File: config.mk
export PLATFORM = sky130hd
export DESIGN_NAME = feed_ctrl
export DESIGN_NICKNAME = d
export VERILOG_FILES = /design/src/hdl/feed_pkg.sv /design/src/hdl/ctrl_block_parser.sv /design/src/hdl/feed_ctrl.sv /design/src/hdl/feed_sequencer.sv /design/src/hdl/feed_word_assembler.sv /design/src/hdl/result_checker.sv
export SDC_FILE = /design/constraint.sdc
export NUM_CORES = 1
export LEC_CHECK = 0
export ABC_AREA = 1
export BUFFER_PORTS_ARGS = -buffer_cell sky130_fd_sc_hd__buf_4
export CAP_MARGIN = 25
export CORE_UTILIZATION = 29
export CTS_CLUSTER_SIZE = 12
export DETAILED_ROUTE_END_ITERATION = 6
export SKIP_CTS_REPAIR_TIMING = 1
export SLEW_MARGIN = 10
export SYNTH_ARGS = -nofsm -noshare
export SYNTH_HDL_FRONTEND = slang
export SYNTH_SLANG_ARGS = --single-unit
File: constraint.sdc
create_clock -name clk -period 4.75 [get_ports clk]
set_clock_uncertainty 0.15 [all_clocks]
set_input_delay 0.475 -clock clk [delete_from_list [all_inputs] [get_ports clk]]
set_output_delay 0.475 -clock clk [all_outputs]
set_load 0.005 [all_outputs]
File: src/hdl/feed_pkg.sv
// feed controller shared definitions
// SD block geometry, circuit-under-test identifier and the
// request/control bundles exchanged with the SPI host and the UUT

package feed_pkg;

  ////////////////////////////////////////
  // SD card geometry and test identity
  localparam int BLOCK_BYTES = 512;
  localparam int ID_BYTES    = 4;

  localparam logic [31:0] CUT_ID        = 32'hAABB_CCDD;
  localparam logic [31:0] INITIAL_BLOCK = 32'h0010_0000;

  ////////////////////////////////////////
  // scalar types
  typedef logic [31:0] block_addr_t;
  typedef logic [63:0] byte_cnt_t;

  ////////////////////////////////////////
  // request levels towards the SPI host
  typedef struct packed {
    logic rst;
    logic r_block;
    logic r_multi_block;
    logic r_byte;
  } sd_req_t;

  // UUT controls
  // feed and stop are single-cycle pulses, rst is a level
  typedef struct packed {
    logic rst;
    logic feed;
    logic stop;
  } uut_ctrl_t;

endpackage : feed_pkg

File: src/hdl/ctrl_block_parser.sv
// control block parser
// picks the control-block fields out of the SD byte stream by offset
// and checks the identifier against the circuit-under-test ID

`timescale 1ns/1ps

module ctrl_block_parser #(
  parameter int INPUT_SIZE  = 64,
  parameter int OUTPUT_SIZE = 32
) (
  input  logic                   clk,
  input  logic                   rst,
  input  logic                   clear_i,
  input  logic                   byte_valid_i,
  input  logic [15:0]            byte_offset_i,
  input  logic [7:0]             byte_i,
  output logic                   id_ok_o,
  output logic [INPUT_SIZE-1:0]  uut_input_o,
  output feed_pkg::block_addr_t  next_block_o,
  output feed_pkg::byte_cnt_t    total_bytes_o,
  output logic [OUTPUT_SIZE-1:0] expected_o
);
  import feed_pkg::*;

  // field offsets inside the control block
  localparam int IN_BASE = ID_BYTES;
  localparam int NB_BASE = IN_BASE + INPUT_SIZE / 8;
  localparam int TB_BASE = NB_BASE + $bits(block_addr_t) / 8;
  localparam int EX_BASE = TB_BASE + $bits(byte_cnt_t) / 8;
  localparam int EX_END  = EX_BASE + OUTPUT_SIZE / 8;

  logic [8*ID_BYTES-1:0] id_q;

  always_ff @(posedge clk) begin
    if (rst || clear_i) begin
      id_q          <= '0;
      uut_input_o   <= '0;
      next_block_o  <= '0;
      total_bytes_o <= '0;
      expected_o    <= '0;
    end else if (byte_valid_i) begin
      // identifier arrives msb first, everything else lsb first
      if (byte_offset_i < IN_BASE) begin
        id_q <= {id_q[8*ID_BYTES-9:0], byte_i};
      end else if (byte_offset_i < NB_BASE) begin
        uut_input_o[8*(byte_offset_i-IN_BASE) +: 8] <= byte_i;
      end else if (byte_offset_i < TB_BASE) begin
        next_block_o[8*(byte_offset_i-NB_BASE) +: 8] <= byte_i;
      end else if (byte_offset_i < EX_BASE) begin
        total_bytes_o[8*(byte_offset_i-TB_BASE) +: 8] <= byte_i;
      end else if (byte_offset_i < EX_END) begin
        expected_o[8*(byte_offset_i-EX_BASE) +: 8] <= byte_i;
      end
    end
  end

  assign id_ok_o = (id_q == CUT_ID);

endmodule : ctrl_block_parser

File: src/hdl/feed_ctrl.sv
// test feeding controller
// reads test descriptions from an SD card through an SPI host, feeds
// the stored data to the unit under test and counts failing tests

`timescale 1ns/1ps

module feed_ctrl #(
  parameter int          WORD_SIZE      = 32,
  parameter int          INPUT_SIZE     = 64,
  parameter int          OUTPUT_SIZE    = 32,
  parameter logic [63:0] TIMEOUT_CYCLES = 64'h3000_0000
) (
  input  logic                   clk,
  input  logic                   rst,
  input  logic                   start_i,
  input  logic                   spi_busy_i,
  input  logic [7:0]             spi_data_i,
  input  logic                   busy_uut_i,
  input  logic                   end_uut_i,
  input  logic                   err_uut_i,
  input  logic [OUTPUT_SIZE-1:0] uut_result_i,
  output feed_pkg::sd_req_t      sd_req_o,
  output feed_pkg::block_addr_t  spi_block_addr_o,
  output feed_pkg::uut_ctrl_t    uut_ctrl_o,
  output logic [WORD_SIZE-1:0]   feed_word_o,
  output logic [INPUT_SIZE-1:0]  uut_input_o,
  output logic [31:0]            error_count_o,
  output logic                   running_o
);
  import feed_pkg::*;

  logic                   id_ok;
  block_addr_t            next_block;
  byte_cnt_t              total_bytes;
  logic [OUTPUT_SIZE-1:0] expected;
  logic                   word_full;
  logic                   parse_valid;
  logic [15:0]            parse_offset;
  logic                   parse_clear;
  logic                   asm_valid;
  logic                   asm_clear;
  logic                   capture;
  logic                   compare;
  logic                   clear_count;

  ////////////////////////////////////////
  // control
  feed_sequencer #(
    .TIMEOUT_CYCLES(TIMEOUT_CYCLES)
  ) u_seq (
    .clk           (clk),
    .rst           (rst),
    .start_i       (start_i),
    .spi_busy_i    (spi_busy_i),
    .busy_uut_i    (busy_uut_i),
    .end_uut_i     (end_uut_i),
    .err_uut_i     (err_uut_i),
    .id_ok_i       (id_ok),
    .next_block_i  (next_block),
    .total_bytes_i (total_bytes),
    .word_full_i   (word_full),
    .sd_req_o      (sd_req_o),
    .block_addr_o  (spi_block_addr_o),
    .uut_ctrl_o    (uut_ctrl_o),
    .parse_valid_o (parse_valid),
    .parse_offset_o(parse_offset),
    .parse_clear_o (parse_clear),
    .asm_valid_o   (asm_valid),
    .asm_clear_o   (asm_clear),
    .capture_o     (capture),
    .compare_o     (compare),
    .clear_count_o (clear_count),
    .running_o     (running_o)
  );

  ////////////////////////////////////////
  // datapath
  ctrl_block_parser #(
    .INPUT_SIZE (INPUT_SIZE),
    .OUTPUT_SIZE(OUTPUT_SIZE)
  ) u_parser (
    .clk          (clk),
    .rst          (rst),
    .clear_i      (parse_clear),
    .byte_valid_i (parse_valid),
    .byte_offset_i(parse_offset),
    .byte_i       (spi_data_i),
    .id_ok_o      (id_ok),
    .uut_input_o  (uut_input_o),
    .next_block_o (next_block),
    .total_bytes_o(total_bytes),
    .expected_o   (expected)
  );

  feed_word_assembler #(
    .WORD_SIZE(WORD_SIZE)
  ) u_asm (
    .clk         (clk),
    .rst         (rst),
    .clear_i     (asm_clear),
    .byte_valid_i(asm_valid),
    .byte_i      (spi_data_i),
    .word_o      (feed_word_o),
    .word_full_o (word_full)
  );

  result_checker #(
    .OUTPUT_SIZE(OUTPUT_SIZE)
  ) u_check (
    .clk          (clk),
    .rst          (rst),
    .clear_count_i(clear_count),
    .capture_i    (capture),
    .compare_i    (compare),
    .result_i     (uut_result_i),
    .expected_i   (expected),
    .err_uut_i    (err_uut_i),
    .error_count_o(error_count_o)
  );

endmodule : feed_ctrl

File: src/hdl/feed_sequencer.sv
// feed sequencer
// FSM that walks the SD card: control block read, ID check, multi-block
// feed towards the UUT, end of test or timeout, then the next block

`timescale 1ns/1ps

module feed_sequencer #(
  parameter logic [63:0] TIMEOUT_CYCLES = 64'h3000_0000
) (
  input  logic                  clk,
  input  logic                  rst,
  input  logic                  start_i,
  input  logic                  spi_busy_i,
  input  logic                  busy_uut_i,
  input  logic                  end_uut_i,
  input  logic                  err_uut_i,
  input  logic                  id_ok_i,
  input  feed_pkg::block_addr_t next_block_i,
  input  feed_pkg::byte_cnt_t   total_bytes_i,
  input  logic                  word_full_i,
  output feed_pkg::sd_req_t     sd_req_o,
  output feed_pkg::block_addr_t block_addr_o,
  output feed_pkg::uut_ctrl_t   uut_ctrl_o,
  output logic                  parse_valid_o,
  output logic [15:0]           parse_offset_o,
  output logic                  parse_clear_o,
  output logic                  asm_valid_o,
  output logic                  asm_clear_o,
  output logic                  capture_o,
  output logic                  compare_o,
  output logic                  clear_count_o,
  output logic                  running_o
);
  import feed_pkg::*;

  typedef enum logic [4:0] {
    S_IDLE, S_SPI_RST, S_SPI_RST_WAIT,
    S_CB_SETUP, S_CB_REQ, S_CB_WAIT, S_CB_BYTE, S_CB_BYTE_WAIT, S_CHECK,
    S_FD_REQ, S_FD_WAIT, S_FD_BYTE, S_FD_BYTE_WAIT, S_FD_CHECK,
    S_FEED, S_UUT_HI, S_UUT_LO, S_STOP, S_WAIT_END, S_COMPARE, S_NEXT
  } state_e;

  state_e      state_q, state_d;
  block_addr_t cur_block_q;
  block_addr_t block_cnt_q;
  byte_cnt_t   byte_cnt_q;
  logic [63:0] timer_q;
  logic        timed_out;

  assign timed_out      = (timer_q > TIMEOUT_CYCLES);
  assign block_addr_o   = block_cnt_q;
  assign parse_offset_o = byte_cnt_q[15:0];
  assign running_o      = (state_q != S_IDLE);

  ////////////////////////////////////////
  // next state and strobes
  always_comb begin
    state_d       = state_q;
    sd_req_o      = '0;
    uut_ctrl_o    = '0;
    parse_valid_o = 1'b0;
    parse_clear_o = 1'b0;
    asm_valid_o   = 1'b0;
    asm_clear_o   = 1'b0;
    capture_o     = 1'b0;
    compare_o     = 1'b0;
    clear_count_o = 1'b0;

    case (state_q)
      S_IDLE: begin
        if (start_i) begin
          clear_count_o = 1'b1;
          state_d       = S_SPI_RST;
        end
      end
      S_SPI_RST: begin
        sd_req_o.rst   = 1'b1;
        uut_ctrl_o.rst = 1'b1;
        if (spi_busy_i) state_d = S_SPI_RST_WAIT;
      end
      S_SPI_RST_WAIT: begin
        uut_ctrl_o.rst = 1'b1;
        if (!spi_busy_i) state_d = S_CB_SETUP;
      end
      S_CB_SETUP: begin
        uut_ctrl_o.rst = 1'b1;
        parse_clear_o  = 1'b1;
        if (!spi_busy_i) state_d = S_CB_REQ;
      end
      S_CB_REQ, S_CB_WAIT: begin
        uut_ctrl_o.rst   = 1'b1;
        sd_req_o.r_block = 1'b1;
        if (state_q == S_CB_REQ && spi_busy_i) state_d = S_CB_WAIT;
        if (state_q == S_CB_WAIT && !spi_busy_i) state_d = S_CB_BYTE;
      end
      S_CB_BYTE: begin
        uut_ctrl_o.rst   = 1'b1;
        sd_req_o.r_block = 1'b1;
        sd_req_o.r_byte  = 1'b1;
        if (spi_busy_i) state_d = S_CB_BYTE_WAIT;
      end
      S_CB_BYTE_WAIT: begin
        uut_ctrl_o.rst   = 1'b1;
        sd_req_o.r_block = 1'b1;
        if (!spi_busy_i) begin
          parse_valid_o = 1'b1;
          // the whole block is read, unused bytes included
          if (byte_cnt_q == byte_cnt_t'(BLOCK_BYTES - 1)) state_d = S_CHECK;
          else state_d = S_CB_BYTE;
        end
      end
      S_CHECK: begin
        uut_ctrl_o.rst = 1'b1;
        if (!id_ok_i) begin
          state_d = S_IDLE;
        end else if (!spi_busy_i) begin
          asm_clear_o = 1'b1;
          state_d     = S_FD_REQ;
        end
      end
      S_FD_REQ, S_FD_WAIT: begin
        sd_req_o.r_multi_block = 1'b1;
        if (state_q == S_FD_REQ && spi_busy_i) state_d = S_FD_WAIT;
        if (state_q == S_FD_WAIT && !spi_busy_i) state_d = S_FD_BYTE;
      end
      S_FD_BYTE: begin
        sd_req_o.r_multi_block = 1'b1;
        sd_req_o.r_byte        = 1'b1;
        if (spi_busy_i) state_d = S_FD_BYTE_WAIT;
      end
      S_FD_BYTE_WAIT: begin
        sd_req_o.r_multi_block = 1'b1;
        if (!spi_busy_i) begin
          asm_valid_o = 1'b1;
          state_d     = S_FD_CHECK;
        end
      end
      S_FD_CHECK: begin
        sd_req_o.r_multi_block = 1'b1;
        state_d = word_full_i ? S_FEED : S_FD_BYTE;
      end
      S_FEED: begin
        sd_req_o.r_multi_block = 1'b1;
        if (!busy_uut_i) begin
          // a partial last word is never fed
          if (byte_cnt_q > total_bytes_i) begin
            state_d = S_STOP;
          end else begin
            uut_ctrl_o.feed = 1'b1;
            asm_clear_o     = 1'b1;
            state_d         = S_UUT_HI;
          end
        end
      end
      S_UUT_HI: begin
        sd_req_o.r_multi_block = 1'b1;
        if (busy_uut_i) state_d = S_UUT_LO;
      end
      S_UUT_LO: begin
        sd_req_o.r_multi_block = 1'b1;
        if (!busy_uut_i) state_d = S_FD_BYTE;
      end
      S_STOP: begin
        uut_ctrl_o.stop = 1'b1;
        state_d         = S_WAIT_END;
      end
      S_WAIT_END: begin
        if (end_uut_i || err_uut_i || timed_out) begin
          capture_o = 1'b1;
          state_d   = S_COMPARE;
        end
      end
      S_COMPARE: begin
        compare_o = 1'b1;
        state_d   = S_NEXT;
      end
      S_NEXT: begin
        uut_ctrl_o.rst = 1'b1;
        state_d        = S_CB_SETUP;
      end
      default: state_d = S_IDLE;
    endcase
  end

  ////////////////////////////////////////
  // state, block and byte counters, execution timer
  always_ff @(posedge clk) begin
    if (rst) begin
      state_q     <= S_IDLE;
      cur_block_q <= INITIAL_BLOCK;
      block_cnt_q <= INITIAL_BLOCK;
      byte_cnt_q  <= '0;
      timer_q     <= '0;
    end else begin
      state_q <= state_d;
      timer_q <= timer_q + 64'd1;
      case (state_q)
        S_IDLE: begin
          if (start_i) cur_block_q <= INITIAL_BLOCK;
        end
        S_CB_SETUP: begin
          block_cnt_q <= cur_block_q;
          byte_cnt_q  <= '0;
        end
        S_CB_BYTE_WAIT, S_FD_BYTE_WAIT: begin
          if (!spi_busy_i) byte_cnt_q <= byte_cnt_q + 64'd1;
        end
        // feed data starts one block after the control block
        S_CHECK: begin
          block_cnt_q <= cur_block_q + 32'd1;
          byte_cnt_q  <= '0;
          timer_q     <= '0;
        end
        S_NEXT: cur_block_q <= next_block_i;
        default: ;
      endcase
    end
  end

endmodule : feed_sequencer

File: src/hdl/feed_word_assembler.sv
// feed word assembler
// packs SD feed bytes into one UUT word, first byte most significant,
// and flags when a whole word has arrived since the last clear

`timescale 1ns/1ps

module feed_word_assembler #(
  parameter int WORD_SIZE = 32
) (
  input  logic                 clk,
  input  logic                 rst,
  input  logic                 clear_i,
  input  logic                 byte_valid_i,
  input  logic [7:0]           byte_i,
  output logic [WORD_SIZE-1:0] word_o,
  output logic                 word_full_o
);

  localparam int WORD_BYTES = WORD_SIZE / 8;
  localparam int CNT_W      = $clog2(WORD_BYTES + 1);

  logic [WORD_SIZE-1:0] word_q;
  logic [CNT_W-1:0]     cnt_q;

  // big-endian shift in
  always_ff @(posedge clk) begin
    if (byte_valid_i) begin
      word_q <= (word_q << 8) | WORD_SIZE'(byte_i);
    end
  end

  always_ff @(posedge clk) begin
    if (rst || clear_i) begin
      cnt_q <= '0;
    end else if (byte_valid_i && !word_full_o) begin
      cnt_q <= cnt_q + 1'b1;
    end
  end

  assign word_full_o = (cnt_q == CNT_W'(WORD_BYTES));
  assign word_o      = word_q;

endmodule : feed_word_assembler

File: src/hdl/result_checker.sv
// result checker
// latches the UUT result at the end of a test, compares it with the
// expected value and counts failed tests

`timescale 1ns/1ps

module result_checker #(
  parameter int OUTPUT_SIZE = 32
) (
  input  logic                   clk,
  input  logic                   rst,
  input  logic                   clear_count_i,
  input  logic                   capture_i,
  input  logic                   compare_i,
  input  logic [OUTPUT_SIZE-1:0] result_i,
  input  logic [OUTPUT_SIZE-1:0] expected_i,
  input  logic                   err_uut_i,
  output logic [31:0]            error_count_o
);

  logic [OUTPUT_SIZE-1:0] result_q;
  logic                   err_q;
  logic [31:0]            count_q;
  logic                   fail;

  // err is taken together with the result, it may drop afterwards
  always_ff @(posedge clk) begin
    if (capture_i) begin
      result_q <= result_i;
      err_q    <= err_uut_i;
    end
  end

  assign fail = (result_q != expected_i) || err_q;

  always_ff @(posedge clk) begin
    if (rst || clear_count_i) begin
      count_q <= '0;
    end else if (compare_i && fail) begin
      count_q <= count_q + 32'd1;
    end
  end

  assign error_count_o = count_q;

endmodule : result_checker
# Word level (Yosys, flattened, before mapping)
# Cells that the tools add are included.
# classes
mux	51
n_reduce_logical	36
magnitude_cmp	7
addsub	13
n_bitwise	5
n_eq_ne	40
n_shift	8
# ops
cell	n
negator 32 -> 34 bit	4
adder 64 x 1 -> 64 bit (second input constant)	2
bitwise mux 64 bit	2
one-hot mux 32 bit (2 select lines)	2
one-hot mux 64 bit (2 select lines)	1
variable shift 8 x 34 -> 64 bit (first input constant)	2
variable part select 8 x 34 -> 64 bit	2
two-way mux 5 bit	19
one-hot mux 5 bit (19 select lines)	1
variable shift 8 x 34 -> 32 bit (first input constant)	2
variable part select 8 x 34 -> 32 bit	2
adder 32 x 1 -> 32 bit (second input constant)	2
bitwise mux 32 bit	2
equality test 64 x 9 -> 1 bit (second input constant)	1
> comparator 64 x 30 -> 1 bit (second input constant)	1
> comparator 64 bit	1
two-way mux 64 bit	1
less-than comparator 16 x 5 -> 1 bit (second input constant)	3
equality test 5 x 4 -> 1 bit (second input constant)	8
subtractor 16 x 5 -> 17 bit (second input constant)	2
equality test 32 bit (second input constant)	1
two-way mux 32 bit	1
inequality test 32 bit	1
OR 32 x 8 -> 32 bit	1
35 further kinds	96
# word_totals
ff_bits	521
wordCells	175
out_inout_bits	168

# Logic depth before layout (Yosys ltp)
# logic_depth
word_depth	5
depth_mapped	27
ltp_nobuf	23

# Hierarchy
# A second synthesis with hierarchy kept.
# unflattened
hier_cells	4611
hier_area_um2	30860.8
# by_module_without_submodules
mod	cells_per_inst	area_each_um2	instances
feed_sequencer	2104	13355.3	1
ctrl_block_parser	2016	13046.3	1
result_checker	432	3304.4	1
feed_word_assembler	59	1154.9	1

# Least setup slack after synthesis
# No wires, ideal clock.
# synth_timing
path_type	reg2reg
start	register u_seq.byte_cnt_q[0]
end	register u_parser.expected_o[10]
stages_incl_launch_ff	22
arrival_time_ps	3038
required_time_ps	4487
period_less_slack_ps	3301
path_buffers	3
setup_slack_ps	1449
cell_sequence	dfxtp_1 > clkbuf_1 > inv_1 > clkbuf_1 > ha_1 > nand2_1 > or2_2 > nor2_1 > nand3_1 > inv_1 > nand2_1 > nor2_1 > nand2_1 > nand2_1 > nand2_1 > clkinv_1 > nand2_1 > o21ai_2 > nand4_2 > buf_2 > o21ai_1 > nor2_1
# synth_between
elab_chain_len	4
# synth_rtl
item	line_no	source
from (decl)	feed_sequencer.sv:46	byte_cnt_t byte_cnt_q;
from (signal assigned)	feed_sequencer.sv:206	if (!spi_busy_i) byte_cnt_q <= byte_cnt_q + 64'd1;
subtractor 16 x 5 -> 17 bit	ctrl_block_parser.sv:52	expected_o[8*(byte_offset_i-EX_BASE) +: 8] <= byte_i;
negator 32 -> 34 bit	ctrl_block_parser.sv:52	
variable part select 8 x 34 -> 32 bit / variable shift 8 x 34 -> 32 bit (equally long branches)	ctrl_block_parser.sv:52	
bitwise mux 32 bit	ctrl_block_parser.sv:52	
to (signal, indexed assignment)	ctrl_block_parser.sv:52	
to (decl)	ctrl_block_parser.sv:21	output logic [OUTPUT_SIZE-1:0] expected_o
# Parallel ways exist; a longest one is shown, timed or not.
# A chain may end at the register's enable or synchronous reset.

==> flow_metrics.tcl <==
set metrics [dict create \
    worst_ep_required_time_ps 4120 \
    maxSlewHeadroom 0.3159 \
    antenna_found_initial 3 \
    cts_buffer_depth 3 \
    busiest_layer "met2" \
    ys_ff_latch 521 \
    vias_per_cell 4.754 \
    worstSetupEndpointType "output pin" \
    worst_setup_path_start_kind "register" \
    cts-htree-levels 2 \
    grt_pass1_vias 25764 \
    critPathKind "register to output pin" \
    diodes 0 \
    synth-edff-count 65 \
    use_met1 0.2600 \
    p_total_w 0.009935 \
    rsz0062_at_grt "false" \
    slew_viol_final 0 \
    switching_share 0.2576 \
    clock_sinks 521 \
    drv_cap 0 \
    gp_congestion 0.9601 \
    die_area_sq_um 103300 \
    dieWidth_um 321.3 \
    root_buffer "clkbuf_16" \
    initial_core_util 0.2940 \
    antenna_left 0 \
    p_leak_nw 15.10 \
    ys.flop_type "dfxtp_1" \
    cts_tree "built" \
    synth.avg_cell_area_sq_um 6.730 \
    wl_mm 95.77 \
    drive_gt1_frac 0.09869 \
    routedWlPerCell_um 15.94 \
    synth_cell_types 63 \
    fin_nets 4740 \
    cellPowerDensity_nw_per_um2 284.9 \
    fin_setup_tns_ps 0 \
    placed_area_sq_um 32620 \
    setup_violations 0 \
    grt_max_degree 84 \
    yosysSeqAreaShare 0.3747 \
    clock_power_share 0.459 \
    p_int_w 0.007375 \
    yosysTopAreaCell "dfxtp_1" \
    met2_usage 0.2724 \
    first_pass_iters 6 \
    finalCritPeriodShare 0.8516 \
    core_sq_um 100600 \
    finalHoldViolations 0 \
    synth_area_leaders "dfxtp_1 (31%), nand2_1 (12%), nor2_1 (9.4%), inv_1 (7.9%), edfxtp_1 (6.6%)" \
    hpwl_mm 71.51 \
    fmax_mhz 247.2 \
    yosys_warnings 0 \
    portBuffers 214 \
    syn_area_sq_um 29570 \
    die_h_um 321.3 \
    drc 0 \
    vias 28565 \
    globalRoute.totalOverflow 0 \
    first_iter_violations 2256 \
    io_pins 215 \
    critPathMaxFanout 9 \
    num_rows 116 \
    track_usage 0.1794 \
    synth_top_area_share 0.3087 \
    p_switching_w 0.002560 \
    grtUsageMet3 0.03280 \
    seq_power_share 0.454 \
    ir_drop_mv 0.3055 \
    combinationalPowerShare 0.087 \
    hold_path.class "input pin to register" \
    clkLatencyLatePin_ps 640 \
    async_flop_share 0 \
    synthesis.nets 4529 \
    design_area_sq_um 34870 \
    worstPathArrival_ps 3420 \
    post-route-min-period_ps 4045 \
    status "finished clean" \
    grt_pass1_wl_mm 148.0 \
    numCtsBuffers 57 \
    area_growth_syn_to_layout_pct 17.90 \
    synthCells 4394 \
    clk_pin_slew_ps 60 \
    tightest_slew_ps 1024 \
]
power groups by stage:
| stage | logic (W) | registers (W) | clock network [W] |
|---|---|---|---|
| 4_1_cts | 0.000818 | 0.00451 | 0.00467 |
| 6_report | 0.000861 | 0.00451 | 0.00456 |
| 3_5_place_dp | 0.000816 | 0.00461 | 0 |
| 2_1_floorplan | 0.000462 | 0.00461 | 0 |
| 3_3_place_gp | 0.000822 | 0.00461 | 0 |
| 5_1_grt | 0.000935 | 0.00451 | 0.00483 |
Yosys cell counts, drive strengths merged, types with 2 or more instances:
cell type,number
or2,14
a22oi,3
o211ai,7
nor3,185
buf,50
clkbuf,94
inv,635
nand4,100
a21oi,219
o21bai,33
o221ai,6
a31oi,4
o21ai,199
edfxtp,65
nor3b,13
xnor2,23
a211oi,7
xor2,110
nand2,986
nand3,179
nor4,71
o21a,18
and3,6
nand3b,7
nor2,781
clkinv,4
o31ai,3
o2111ai,7
o2111a,2
o22ai,4
ha,88
nor4b,3
dfxtp,456
cells by family (layout without fill, tap and decap cells):
family	Yosys count	in the layout	share of synthesized area
adders and majority gates	88	88	0.03723
DFF	521	521	0.3747
AOI/OAI and AO/OA	519	519	0.09731
buffers and inverters	783	1040	0.1039
xor gates and xnor gates	133	133	0.04015
and+or+nand+nor	2350	2350	0.3467
worst paths after layout:
path,start,to,slack (ps),cells past startpoint
hold reg to reg,u_asm.word_o[9],u_asm.word_o[17],290,0
hold / removal,spi_data_i[1],u_asm.word_o[1],80,1
setup reg to reg,u_seq.byte_cnt_q[3],u_parser.next_block_o[19],750,14
setup / recovery,u_seq.byte_cnt_q[15],uut_ctrl_o[1],700,13
cells in the final DEF (no fill, tap or decap), drive strengths merged, types with 2 or more instances in the layout:
master / count
clkbuf: 85
nand2: 986
xnor2: 23
a22oi: 3
a211oi: 7
o21bai: 33
o211ai: 7
dfxtp: 456
inv: 637
dlygate4sd3: 33
nor3b: 13
nand3: 179
o2111a: 2
nor4b: 3
and3: 6
clkinv: 16
o22ai: 4
nand4: 100
nand3b: 7
a31oi: 4
nor4: 71
nor3: 185
o21ai: 199
buf: 263
o31ai: 3
or2: 14
ha: 88
o2111ai: 7
o221ai: 6
edfxtp: 65
nor2: 781
a21oi: 219
o21a: 18
bufinv: 5
xor2: 110
registers in the layout, summed over array words and instances, names as in the netlist, 64 cells and up:
| register | count |
|---|---|
| u_seq.byte_cnt_q | 64 |
| u_seq.timer_q | 64 |
| u_parser.total_bytes_o | 64 |
| u_parser.uut_input_o | 64 |
per-stage QoR:
| step | utilization | setup WS, ps | hold WS (ps) | cells |
|---|---|---|---|---|
| 5_1_grt | 0.3467 | 362.5 | 48.03 | 6008 |
| 3_3_place_gp | 0.3243 | 824.1 | 281.2 | 5869 |
| 3_5_place_dp | 0.3243 | 792.2 | 282.6 | 5869 |
| 4_1_cts | 0.3431 | 757.9 | -184.3 | 5974 |
| 6_report | 0.3467 | 704.7 | 81.21 | 6008 |
| 2_1_floorplan | - | 1449 | 280.0 | 4394 |
final cells by class:
class / count / area, sq um
clock inverter: 20 / 267.8
tap: 1357 / 1698
multi-input combinational: 3090 / 15460
clock buffer: 85 / 1623
sequential: 521 / 11080
fill: 10868 / 65710
timing repair buffer: 296 / 2337
inverter: 639 / 2399
worst max-delay path, stage by stage, from the launching register on:
cell	delay (ps)
dfxtp_1	460
ha_1	390
nand4_1	140
nor3_1	570
nand2_1	120
nand2_1	90
nand2_1	50
nand2_1	80
nand2_1	80
nand3_1	240
nand2_1	170
nand3_1	190
inv_1	70
buf_4	130
layer usage:
layer | share of wire | vias to the layer above
met2 | 0.43 | 835
met3 | 0.074 | 136
li1 | - | 14490
met4 | 0.020 | 0
met1 | 0.48 | 13104
met5 | 0 | -
No activity file was read; power rests on OpenSTA's default activity.
